[config.mk]
export PLATFORM = sky130hd
export DESIGN_NAME = scan_window_top
export DESIGN_NICKNAME = d
export VERILOG_FILES = /design/src/scan_index_pkg.sv /design/src/div_pkg.sv /design/src/div_if.sv /design/src/serial_divider.sv /design/src/div_arbiter.sv /design/src/index_calculate.sv /design/src/scan_window_top.sv
export SDC_FILE = /design/constraint.sdc
export NUM_CORES = 1
export LEC_CHECK = 0
export BUFFER_PORTS_ARGS = -buffer_cell sky130_fd_sc_hd__buf_2
export CAP_MARGIN = 20
export CORE_MARGIN = 1
export CORE_UTILIZATION = 60
export DETAILED_ROUTE_END_ITERATION = 8
export PLACE_DENSITY = 0.89
export SLEW_MARGIN = 5
export SYNTH_ARGS = -nofsm -noshare
export SYNTH_HDL_FRONTEND = slang
export SYNTH_SLANG_ARGS = --single-unit
[constraint.sdc]
create_clock -name i_clk_50m -period 6.4 [get_ports i_clk_50m]
set_input_delay 0.64 -clock i_clk_50m [delete_from_list [all_inputs] [get_ports i_clk_50m]]
set_output_delay 0.64 -clock i_clk_50m [all_outputs]
set_load 0.05 [all_outputs]
[src/scan_index_pkg.sv]
package scan_index_pkg;

	// ~~~~~~~~~~~~~~~~~~~~~~~~~~~~~~~~~~~~~~~~
	// window types
	// ~~~~~~~~~~~~~~~~~~~~~~~~~~~~~~~~~~~~~~~~

	typedef logic [31:0] angle_t;	// 0.0001 deg counts
	typedef logic [15:0] reso_t;	// deg per point in the same units
	typedef logic [15:0] index_t;	// point index or count

	// mounting offset of 90 deg
	localparam angle_t ANGLE_OFFSET_DFLT = 32'd900000;

	// ~~~~~~~~~~~~~~~~~~~~~~~~~~~~~~~~~~~~~~~~
	// index limits
	// ~~~~~~~~~~~~~~~~~~~~~~~~~~~~~~~~~~~~~~~~

	localparam index_t INDEX_MAX_COARSE = 16'd3600;
	localparam index_t INDEX_MAX_FINE = 16'd7200;
	localparam reso_t RESO_FINE = 16'd500;	// selects the fine limit

	// input latch contents after reset
	localparam reso_t RESO_RST = 16'd1000;
	localparam angle_t START_ANGLE_RST = 32'hFFF2_4460;	// -90 deg
	localparam angle_t STOP_ANGLE_RST = 32'h0029_32E0;	// 270 deg

endpackage

[src/div_pkg.sv]
package div_pkg;

	typedef logic [31:0] dividend_t;
	typedef logic [15:0] divisor_t;
	typedef logic [15:0] quotient_t;	// low half of full quotient

	localparam int DIV_STEPS = 32;	// one quotient bit per clock

	typedef enum logic [1:0] {
		DIV_IDLE,
		DIV_RUN,
		DIV_DONE
	} div_state_t;

	typedef enum logic [1:0] {
		ARB_IDLE,
		ARB_BUSY,
		ARB_RELEASE	// one dead cycle after a divide
	} arb_state_t;

endpackage

[src/div_if.sv]
interface div_if import div_pkg::*; ();

	logic		cal_sig;	// request level
	dividend_t	dividend;
	divisor_t	divisor;
	quotient_t	quotient;
	logic		cal_done;	// one-cycle pulse

	modport client (
		output	cal_sig,
		output	dividend,
		output	divisor,
		input	quotient,
		input	cal_done
	);

	modport server (
		input	cal_sig,
		input	dividend,
		input	divisor,
		output	quotient,
		output	cal_done
	);

endinterface

[src/serial_divider.sv]
module serial_divider import div_pkg::*; (
	input	logic	i_clk_50m,
	input	logic	i_rst_n,
	div_if.server	s_div
);

	div_state_t	r_state;
	logic [4:0]	r_bit_cnt;
	dividend_t	r_rem;
	dividend_t	r_quo;	// dividend shifts out, quotient shifts in
	divisor_t	r_divisor;
	dividend_t	w_rem_shift;
	logic [32:0]	w_diff;

	assign w_rem_shift = {r_rem[30:0], r_quo[31]};
	assign w_diff = {1'b0, w_rem_shift} - {17'd0, r_divisor};	// msb set means no fit

	always_ff @(posedge i_clk_50m or negedge i_rst_n) begin
		if (!i_rst_n) begin
			r_state <= DIV_IDLE;
			r_bit_cnt <= '0;
		end else begin
			case (r_state)
				DIV_IDLE: begin
					if (s_div.cal_sig) begin
						r_state <= DIV_RUN;
						r_bit_cnt <= '0;
					end
				end
				DIV_RUN: begin
					r_bit_cnt <= r_bit_cnt + 5'd1;
					if (r_bit_cnt == 5'(DIV_STEPS - 1))
						r_state <= DIV_DONE;
				end
				DIV_DONE: r_state <= DIV_IDLE;
				default: r_state <= DIV_IDLE;
			endcase
		end
	end

	// shift-subtract datapath
	always_ff @(posedge i_clk_50m) begin
		if (r_state == DIV_IDLE && s_div.cal_sig) begin
			r_rem <= '0;
			r_quo <= s_div.dividend;
			r_divisor <= s_div.divisor;
		end else if (r_state == DIV_RUN) begin
			if (!w_diff[32]) begin
				r_rem <= w_diff[31:0];
				r_quo <= {r_quo[30:0], 1'b1};
			end else begin
				r_rem <= w_rem_shift;
				r_quo <= {r_quo[30:0], 1'b0};
			end
		end
	end

	// zero divisor always fits, so all ones
	assign s_div.quotient = r_quo[15:0];
	assign s_div.cal_done = (r_state == DIV_DONE);

endmodule

[src/div_arbiter.sv]
module div_arbiter import div_pkg::*; (
	input	logic	i_clk_50m,
	input	logic	i_rst_n,
	div_if.server	s_ch0,
	div_if.server	s_ch1,
	div_if.client	c_div
);

	arb_state_t	r_state;
	logic		r_grant;	// 0 ch0, 1 ch1
	logic		r_last;	// last channel served
	logic		w_busy;

	always_ff @(posedge i_clk_50m or negedge i_rst_n) begin
		if (!i_rst_n) begin
			r_state <= ARB_IDLE;
			r_grant <= 1'b0;
			r_last <= 1'b1;	// ch0 wins the first tie
		end else begin
			case (r_state)
				ARB_IDLE: begin
					if (s_ch0.cal_sig || s_ch1.cal_sig) begin
						r_state <= ARB_BUSY;
						if (s_ch0.cal_sig && s_ch1.cal_sig)
							r_grant <= ~r_last;
						else
							r_grant <= s_ch1.cal_sig;
					end
				end
				ARB_BUSY: begin
					if (c_div.cal_done) begin
						r_state <= ARB_RELEASE;
						r_last <= r_grant;
					end
				end
				ARB_RELEASE: r_state <= ARB_IDLE;	// let the request drop
				default: r_state <= ARB_IDLE;
			endcase
		end
	end

	assign w_busy = (r_state == ARB_BUSY);

	// ~~~~~~~~~~~~~~~~~~~~~~~~~~~~~~~~~~~~~~~~
	// request mux and result steering
	// ~~~~~~~~~~~~~~~~~~~~~~~~~~~~~~~~~~~~~~~~

	assign c_div.cal_sig = w_busy & (r_grant ? s_ch1.cal_sig : s_ch0.cal_sig);
	assign c_div.dividend = r_grant ? s_ch1.dividend : s_ch0.dividend;
	assign c_div.divisor = r_grant ? s_ch1.divisor : s_ch0.divisor;

	assign s_ch0.cal_done = w_busy & ~r_grant & c_div.cal_done;
	assign s_ch1.cal_done = w_busy & r_grant & c_div.cal_done;
	assign s_ch0.quotient = r_grant ? '0 : c_div.quotient;
	assign s_ch1.quotient = r_grant ? c_div.quotient : '0;

endmodule

[src/index_calculate.sv]
module index_calculate import scan_index_pkg::*, div_pkg::*; #(
	parameter angle_t ANGLE_OFFSET = ANGLE_OFFSET_DFLT
) (
	input	logic	i_clk_50m,
	input	logic	i_rst_n,
	input	reso_t	i_angle_reso,
	input	angle_t	i_start_angle,
	input	angle_t	i_stop_angle,
	div_if.client	c_div,
	output	index_t	o_start_index,
	output	index_t	o_stop_index,
	output	index_t	o_index_num
);

	typedef enum logic [2:0] {
		IDLE,
		ASSIGN,
		START,
		STOP,
		END,
		OUTPUT
	} calc_state_t;

	calc_state_t	r_state;
	reso_t		r_angle_reso;
	angle_t		r_start_angle;
	angle_t		r_stop_angle;
	index_t		r_index_max;
	angle_t		r_start_angle_c;
	angle_t		r_stop_angle_c;
	index_t		r_start_index;
	index_t		r_stop_index;
	index_t		r_index_num_pre;
	index_t		r_index_num;
	index_t		r_start_index1;
	index_t		r_stop_index1;
	index_t		r_start_index2;
	index_t		r_stop_index2;
	logic		r_cal_sig;
	dividend_t	r_dividend;
	divisor_t	r_divisor;

	// input latches
	always_ff @(posedge i_clk_50m or negedge i_rst_n) begin
		if (!i_rst_n) begin
			r_angle_reso <= RESO_RST;
			r_start_angle <= START_ANGLE_RST;
			r_stop_angle <= STOP_ANGLE_RST;
			r_index_max <= INDEX_MAX_COARSE;
		end else begin
			r_angle_reso <= i_angle_reso;
			r_start_angle <= i_start_angle;
			r_stop_angle <= i_stop_angle;
			r_index_max <= (r_angle_reso == RESO_FINE) ? INDEX_MAX_FINE : INDEX_MAX_COARSE;
		end
	end

	// ~~~~~~~~~~~~~~~~~~~~~~~~~~~~~~~~~~~~~~~~
	// window loop
	// ~~~~~~~~~~~~~~~~~~~~~~~~~~~~~~~~~~~~~~~~

	always_ff @(posedge i_clk_50m or negedge i_rst_n) begin
		if (!i_rst_n) begin
			r_state <= IDLE;
			r_cal_sig <= 1'b0;
			r_start_index <= '0;
			r_stop_index <= INDEX_MAX_COARSE;
			r_index_num_pre <= INDEX_MAX_COARSE;
			r_index_num <= INDEX_MAX_COARSE;
		end else begin
			case (r_state)
				IDLE: begin
					r_cal_sig <= 1'b0;
					r_state <= ASSIGN;
				end
				ASSIGN: r_state <= START;	// offset add happens here
				START: begin
					if (c_div.cal_done) begin
						r_cal_sig <= 1'b0;
						r_start_index <= c_div.quotient;
						r_state <= STOP;
					end else begin
						r_cal_sig <= 1'b1;
					end
				end
				STOP: begin
					if (c_div.cal_done) begin
						r_cal_sig <= 1'b0;
						r_stop_index <= c_div.quotient;
						r_state <= END;
					end else begin
						r_cal_sig <= 1'b1;
					end
				end
				END: begin
					if (r_stop_index >= r_start_index)
						r_index_num_pre <= r_stop_index - r_start_index + 16'd1;
					else
						r_index_num_pre <= r_start_index - r_stop_index + 16'd1;
					r_state <= OUTPUT;
				end
				OUTPUT: begin
					if (r_index_num_pre >= r_index_max)
						r_index_num <= r_index_max;	// clamp
					else
						r_index_num <= r_index_num_pre;
					r_state <= IDLE;
				end
				default: r_state <= IDLE;
			endcase
		end
	end

	// operands only move while no request is up
	always_ff @(posedge i_clk_50m) begin
		if (r_state == ASSIGN) begin
			r_start_angle_c <= r_start_angle + ANGLE_OFFSET;
			r_stop_angle_c <= r_stop_angle + ANGLE_OFFSET;
		end
		if (!r_cal_sig) begin
			r_dividend <= (r_state == STOP) ? r_stop_angle_c : r_start_angle_c;
			r_divisor <= r_angle_reso;
		end
	end

	assign c_div.cal_sig = r_cal_sig;
	assign c_div.dividend = r_dividend;
	assign c_div.divisor = r_divisor;

	// two-stage output delay
	always_ff @(posedge i_clk_50m or negedge i_rst_n) begin
		if (!i_rst_n) begin
			r_start_index1 <= '0;
			r_stop_index1 <= INDEX_MAX_COARSE;
			r_start_index2 <= '0;
			r_stop_index2 <= INDEX_MAX_COARSE;
		end else begin
			r_start_index1 <= r_start_index;
			r_stop_index1 <= r_stop_index;
			r_start_index2 <= r_start_index1;
			r_stop_index2 <= r_stop_index1;
		end
	end

	assign o_start_index = r_start_index2;
	assign o_stop_index = r_stop_index2;
	assign o_index_num = r_index_num;

endmodule

[src/scan_window_top.sv]
module scan_window_top import scan_index_pkg::*; #(
	parameter angle_t ANGLE_OFFSET = ANGLE_OFFSET_DFLT
) (
	input	logic	i_clk_50m,
	input	logic	i_rst_n,
	input	reso_t	i_angle_reso,
	input	angle_t	i_win0_start_angle,
	input	angle_t	i_win0_stop_angle,
	input	angle_t	i_win1_start_angle,
	input	angle_t	i_win1_stop_angle,
	output	index_t	o_win0_start_index,
	output	index_t	o_win0_stop_index,
	output	index_t	o_win0_index_num,
	output	index_t	o_win1_start_index,
	output	index_t	o_win1_stop_index,
	output	index_t	o_win1_index_num
);

	div_if ch0 ();
	div_if ch1 ();
	div_if srv ();	// arbiter to divider

	index_calculate #(.ANGLE_OFFSET(ANGLE_OFFSET)) u_win0 (
		.i_clk_50m		(i_clk_50m),
		.i_rst_n		(i_rst_n),
		.i_angle_reso	(i_angle_reso),
		.i_start_angle	(i_win0_start_angle),
		.i_stop_angle	(i_win0_stop_angle),
		.c_div			(ch0.client),
		.o_start_index	(o_win0_start_index),
		.o_stop_index	(o_win0_stop_index),
		.o_index_num	(o_win0_index_num)
	);

	index_calculate #(.ANGLE_OFFSET(ANGLE_OFFSET)) u_win1 (
		.i_clk_50m		(i_clk_50m),
		.i_rst_n		(i_rst_n),
		.i_angle_reso	(i_angle_reso),
		.i_start_angle	(i_win1_start_angle),
		.i_stop_angle	(i_win1_stop_angle),
		.c_div			(ch1.client),
		.o_start_index	(o_win1_start_index),
		.o_stop_index	(o_win1_stop_index),
		.o_index_num	(o_win1_index_num)
	);

	div_arbiter u_arb (
		.i_clk_50m	(i_clk_50m),
		.i_rst_n	(i_rst_n),
		.s_ch0		(ch0.server),
		.s_ch1		(ch1.server),
		.c_div		(srv.client)
	);

	serial_divider u_div (
		.i_clk_50m	(i_clk_50m),
		.i_rst_n	(i_rst_n),
		.s_div		(srv.server)
	);

endmodule

-- Word level (Yosys, flattened, before mapping)
Cells that the tools add are included.
- add/sub/neg operators: 14
- $lt $le $gt $ge: 4
- eq/ne operators: 23
- muxes and demuxes: 35
- bitwise gates (word level): 7
- reductions and logical operators: 24
- operators with widths (cell ; number):
    $mux W32 ; 5
    $add A32 B20 Y32 const B ; 4
    $mux W16 ; 7
    $add A16 B1 Y16 const B ; 4
    $ge A16 B16 Y1 ; 4
    $sub A16 B16 Y16 ; 4
    $sub A32 B16 Y33 ; 1
    $mux W31 ; 1
    $pmux W3 S5 ; 2
    $reduce_and A2 Y1 ; 11
    $eq A16 B9 Y1 const B ; 1
    $mux W13 ; 1
    $eq A3 B2 Y1 const B ; 4
    $eq A3 B3 Y1 const B ; 4
    $mux W3 ; 4
    $pmux W5 S2 ; 1
    $mux W2 ; 4
    $ne A2 B1 Y1 const B ; 4
    $ne A2 B2 Y1 const B ; 4
    $pmux W2 S2 ; 2
    $reduce_bool A2 Y1 ; 4
    $eq A3 B1 Y1 const B ; 2
    $logic_not A3 Y1 ; 2
    $add A5 B1 Y5 const B ; 1
    other kinds (12) ; 26
- flip-flop bits (word level): 738
- bits of input ports: 146
- output and inout bits: 96
- logic and storage cells: 149

-- Logic depth before layout (Yosys ltp)
- word-level depth: 5
- depth in mapped cells: 15
- mapped depth without buffers: 15

-- By module
Synthesis repeated with hierarchy kept, for this count alone.
- cells, all modules: 2777
- area, all modules: 32700.1 um^2
- modules (own cells, without submodules) (module ; instances ; cells an instance ; area each (um^2) ; sequential area each (um^2)):
    index_calculate ; 2 ; 1087 ; 13545.5 ; 8784.7
    serial_divider ; 1 ; 498 ; 4609.4 ; 2237.1
    div_arbiter ; 1 ; 105 ; 999.7 ; 101.3

-- Worst setup path before layout
Ideal clock, no wire load.
- path type: register -> register
- start: reg u_win0.r_state[0]
- end: reg u_win0.r_start_angle_c[0] (enable)
- library setup time: 0.493 ns
- arrival time: 3.591 ns
- data required time: 5.907 ns
- slack: 2.316 ns
- stages on the path, launching flop included: 4
- path buffers: 1
- clock period less this slack: 4.084 ns
- path through: dfrtp_1 clkbuf_1 nor2b_1 nor2b_1
- cells in the longest elaborated chain, start to end: 1
- RTL lines (what ; RTL line ; source):
    from (decl) ; index_calculate.sv:24 ; calc_state_t r_state;
    from (signal assigned) ; index_calculate.sv:64 ; r_state <= IDLE;
    from (signal assigned) ; index_calculate.sv:74 ; r_state <= ASSIGN;
    from (signal assigned) ; index_calculate.sv:76 ; ASSIGN: r_state <= START;
    $eq A3 B1 Y1 ; index_calculate.sv:116 ; if (r_state == ASSIGN) begin
    to (signal assigned) ; index_calculate.sv:117 ; r_start_angle_c <= r_start_angle + ANGLE_OFFSET;
    to (decl) ; index_calculate.sv:29 ; angle_t r_start_angle_c;
No other way between the ends.
A chain may end at the register's enable or synchronous reset.

-- Final worst setup path
- start: reg u_win1.r_stop_index[1]
- end: reg u_win1.r_index_num_pre[15]
- cells in the longest elaborated chain, start to end: 3
- elaborated cells on any way between the ends: 6
- those cells by class: 4 x add/sub; 1 x order compare; 1 x mux
- RTL lines (what ; RTL line ; source):
    from (decl) ; index_calculate.sv:32 ; index_t r_stop_index;
    from (signal assigned) ; index_calculate.sv:89 ; r_stop_index <= c_div.quotient;
    $sub A16 B16 Y16, on equally long branches ; index_calculate.sv:99, index_calculate.sv:97 ;
    $add A16 B1 Y16, on equally long branches ; index_calculate.sv:99, index_calculate.sv:97 ;
    $mux W16 (*) ; index_calculate.sv:96 ; if (r_stop_index >= r_start_index)
    to (signal assigned) ; index_calculate.sv:97 ; r_index_num_pre <= r_stop_index - r_start_index + 16'd1;
    to (signal assigned) ; index_calculate.sv:99 ; r_index_num_pre <= r_start_index - r_stop_index + 16'd1;
    to (decl) ; index_calculate.sv:33 ; index_t r_index_num_pre;
Mark *: on every way between the ends. The rest lies on a longest branch, timed or not.

==> impl_metrics.ini <==
[placed_design]
place.detailed.hpwl_um = 45570
detailed_place.area_mm2 = 0.03297
placement.setup.worst_slack_ns = 2.790
placed_cells_incl_taps = 3267
io_buffer_count = 241
globalplace.congestion = 0.9402

[yosys]
synth_sequential_area_ratio = 0.6270
synth-edff-count = 272
synth_warnings = 0
synth_top_area_share = 0.2633
synth-adder-area-share = 0.07358
synth.top_cells.by_area = edfxtp_1 26%, dfrtp_1 26%, dfstp_2 8.5%
portion_of_netlist_area_occupied_by_mux_cells = 0.06023
syn-cell-area_mm2 = 0.03102
yosys_register_bits = 724
synth.net_count = 2722
yosysUniqueCellTypes = 90
syn_avg_cell_area_um2 = 12.90
synth_xor_area_frac = 0.04683
gate_count_of_the_mapped_netlist = 2405
ys_async_sr_fraction = 0.5815
synth_compound_gate_area_share = 0.07834
synth_top_cell_by_area = edfxtp_1
post_synth_and_or_nand_nor_area_fraction = 0.08887
synth_top_family_by_area = simple AND/OR/NAND/NOR gates
synth_flop_cell = dfrtp_1

[sta]
report.final.slew_viol_count = 0
max-slew-margin-rel = 0.3085
fmaxAchievable_mhz = 271.4
final_min_period_over_clock_period = 0.5758
rsz0062_at_grt = no
worst_pin_slew_ns = 1.037
fin_crit_ns = 3.685
final_report_hold_violation_count = 0
timing.final.ws_setup_ns = 2.715
fin_tns_setup_ns = 0
final.setup_skew_ns = 0.04194
setup_viol_count_final = 0

[grt]
grt_antenna_before_repair = 0
grt_pass1_wl_um = 107500
gr-usage-all-layers = 0.2611
grt_pass1_vias = 20340
grt-ovfl-total = 0
maximum_number_of_pins_on_one_net_before_global_route_repair = 126

[floorplan]
row_count = 82
initial_core_util = 0.6132
total_die_area_mm2 = 0.05261
number_of_i_o_pins = 242
die_y_um = 229.4
die-width_um = 229.4
core_area_mm2 = 0.05058

[setup_path]
cp_data_arrival_time_ns = 4.14
worst_path_dominant_cell_family = compound AO/OA/AOI/OAI gates
worst-endpoint-required_ns = 6.85
crit_path_top_delay_cell = a2111oi_0
critPathMaxFanout = 5
crit_path_cell_trace = inv_1, ha_1, inv_1, ha_1, inv_1, fa_1, nor2b_1, o21a_1, o21ai_1, a2111oi_0, nor3_1, o41ai_1, xnor2_1, nand3_1, o311ai_2
cp_slowest_stage_delay_ns = 0.62
critical_path_stages = 15
cpMostUsedCell = inv_1
worst_reg2reg_path_length_in_cells = 15
worst-setup-path-type = reg2reg
crit_buf_inv = 3
endpoint_kind = register
worstSetupStartpointType = register

[clock_network]
hold_buffers = 0
cts-htree-levels = 3
clock_tree_from_tritoncts = done
cts_buffers = 74
worst_setup_hold_path_clk_slew_ns = 0.06
numClockSinks = 724
clockBufferDepth = 3
post_cts_resized = 0
clock_tree.root_cell = clkbuf_16
post_cts.repair.setup_buffers = 0
worst_skew_pair.late_latency_ns = 0.64

[drt]
dr.first_iter.drc_count = 1567
vias = 19430
routed_wirelength_um = 67520
route.detailed.vias_per_inst = 5.700
post_drt_wl_per_cell_um = 19.80
drt_drc_violations_left = 0
drt.antenna.violating_nets = 0
drt-pass1-iter-count = 6

[hold_path]
min-delay-path-class = in2async

[cells_and_area]
drive_above_1_share = 0.2327
multiInputGateArea_mm2 = 0.01082
area.growth.synth_to_final_pct = 15.13
area.sequential_mm2 = 0.01945
num-fill-cells = 3203
finish.instance_area_mm2 = 0.03571
antennaDiodeCount = 0
num-nets-final = 2993
stdcell_count = 3409

[power_and_ir_drop]
p_leak_nw = 15.06
power-per-cell-area_mw_per_mm2 = 269.7
vdd.ir_drop.worst_v = 0.0003114
total_power_mw = 9.633

[outcome]
outcome = complete, no violations

[run]
max-cap-violations = 0
==> worst reg2reg max path: stages, from the launching register on <==
cell and delay (ns):
dfrtp_1 0.41, inv_1 0.06, ha_1 0.31, inv_1 0.08, ha_1 0.20, inv_1 0.07
fa_1 0.41, nor2b_1 0.15, o21a_1 0.15, o21ai_1 0.10, a2111oi_0 0.62, nor3_1 0.19
o41ai_1 0.46, xnor2_1 0.12, nand3_1 0.10, o311ai_2 0.11
==> flip-flops by register name (all words and copies together), names as in the netlist, 31 cells and up <==
register / cells
u_div.r_quo: 32
u_win0.c_div.dividend: 32
u_win0.r_start_angle: 32
u_win0.r_start_angle_c: 32
u_win0.r_stop_angle: 32
u_win0.r_stop_angle_c: 32
u_win1.c_div.dividend: 32
u_win1.r_start_angle: 32
u_win1.r_start_angle_c: 32
u_win1.r_stop_angle: 32
u_win1.r_stop_angle_c: 32
u_div.r_rem: 31
==> cell usage after synthesis (28+ instances only) <==
cell and count:
dfrtp_1 321, edfxtp_1 272, nand2_1 216, o21ai_0 159
ha_1 152, inv_1 137, nor2_1 133, mux2_2 117
dfstp_2 100, xnor2_1 100, a21oi_1 95, xor2_1 64
clkbuf_1 56, mux2i_1 55, nand3_1 37, nor3_1 37
dfxtp_1 31, nand2b_1 28
==> logic make-up after synthesis <==
| logic type | Yosys count |
|---|---|
| AO/OA/AOI/OAI | 390 |
| XOR/XNOR | 165 |
| adder cells (fa/ha/maj) | 171 |
| buffers and inverters | 203 |
| flip-flops | 724 |
| multiplexers | 172 |
| AND/OR/NAND/NOR | 580 |
==> power by group <==
| part | total (mW) | switching, mW | leakage (nW) | internal (mW) |
|---|---|---|---|---|
| Combinational | 0.191 | 0.113 | 5.97 | 0.0782 |
| Sequential | 4.92 | 0.0489 | 7.79 | 4.87 |
| Clock | 4.52 | 1.80 | 1.30 | 2.71 |
| Total | 9.63 | 1.97 | 15.1 | 7.67 |
==> layer usage <==
metal	vias to the layer above	GRT usage	share of wire	wire length [um]
li1	8953	-	-	-
met1	9595	0.3383	0.41	27660
met2	732	0.4490	0.50	33990
met3	150	0.04021	0.058	3909
met4	0	0.09063	0.029	1960
met5	-	0	0	0
==> metrics by stage <==
stage / hold WS, ns / util
floorplan: 0.3312 / -
global placement: 0.3336 / 0.6518
detailed placement: 0.3347 / 0.6519
CTS: 0.06039 / 0.7040
global route: 0.06385 / 0.7060
finish: 0.06161 / 0.7060
==> cell type report <==
| type | instances | share of cell area |
|---|---|---|
| clock inverters | 31 | 0.01202 |
| repair buffers | 261 | 0.04071 |
| multi-input cells | 1478 | 0.3029 |
| inverters | 137 | 0.01440 |
| well taps | 672 | 0.02355 |
| clock buffers | 106 | 0.06181 |
| flip-flops and latches | 724 | 0.5447 |
==> placed cells by master (no fill, tap or decap), types with 11 or more instances in the layout <==
master,count
dfrtp_1,320
buf_4,13
clkbuf_1,13
clkbuf_8,15
mux2i_1,55
clkinv_2,15
o21a_1,12
nand4_1,11
nand3_1,37
and3_1,15
xnor2_1,100
dfxtp_1,31
and2_1,20
nor2_1,133
buf_2,241
edfxtp_1,272
nor2b_1,22
o21ai_0,159
inv_1,135
dfstp_2,100
clkbuf_16,78
nand2b_1,28
nand2_1,216
xor2_1,64
fa_1,19
mux2_2,117
a21oi_1,95
ha_1,152
nor3_1,36
==> path summary, 6_finish.rpt <==
kind | startpoint | to | slack [ns]
hold reg to reg | u_win0.r_stop_index1[7] | u_win0.o_stop_index[7] | 0.34
hold / removal | i_rst_n | u_win0.o_start_index[11] | 0.06
setup reg to reg | u_win1.r_stop_index[1] | u_win1.r_index_num_pre[15] | 2.71
max in group asynchronous | i_rst_n | u_win1.r_index_max[9] | 5.01
min in group i_clk_50m | i_angle_reso[3] | u_win1.r_angle_reso[3] | 0.09
setup / recovery | u_win1.r_stop_index[1] | u_win1.r_index_num_pre[15] | 2.71
Power figures use the tool's default switching activity.
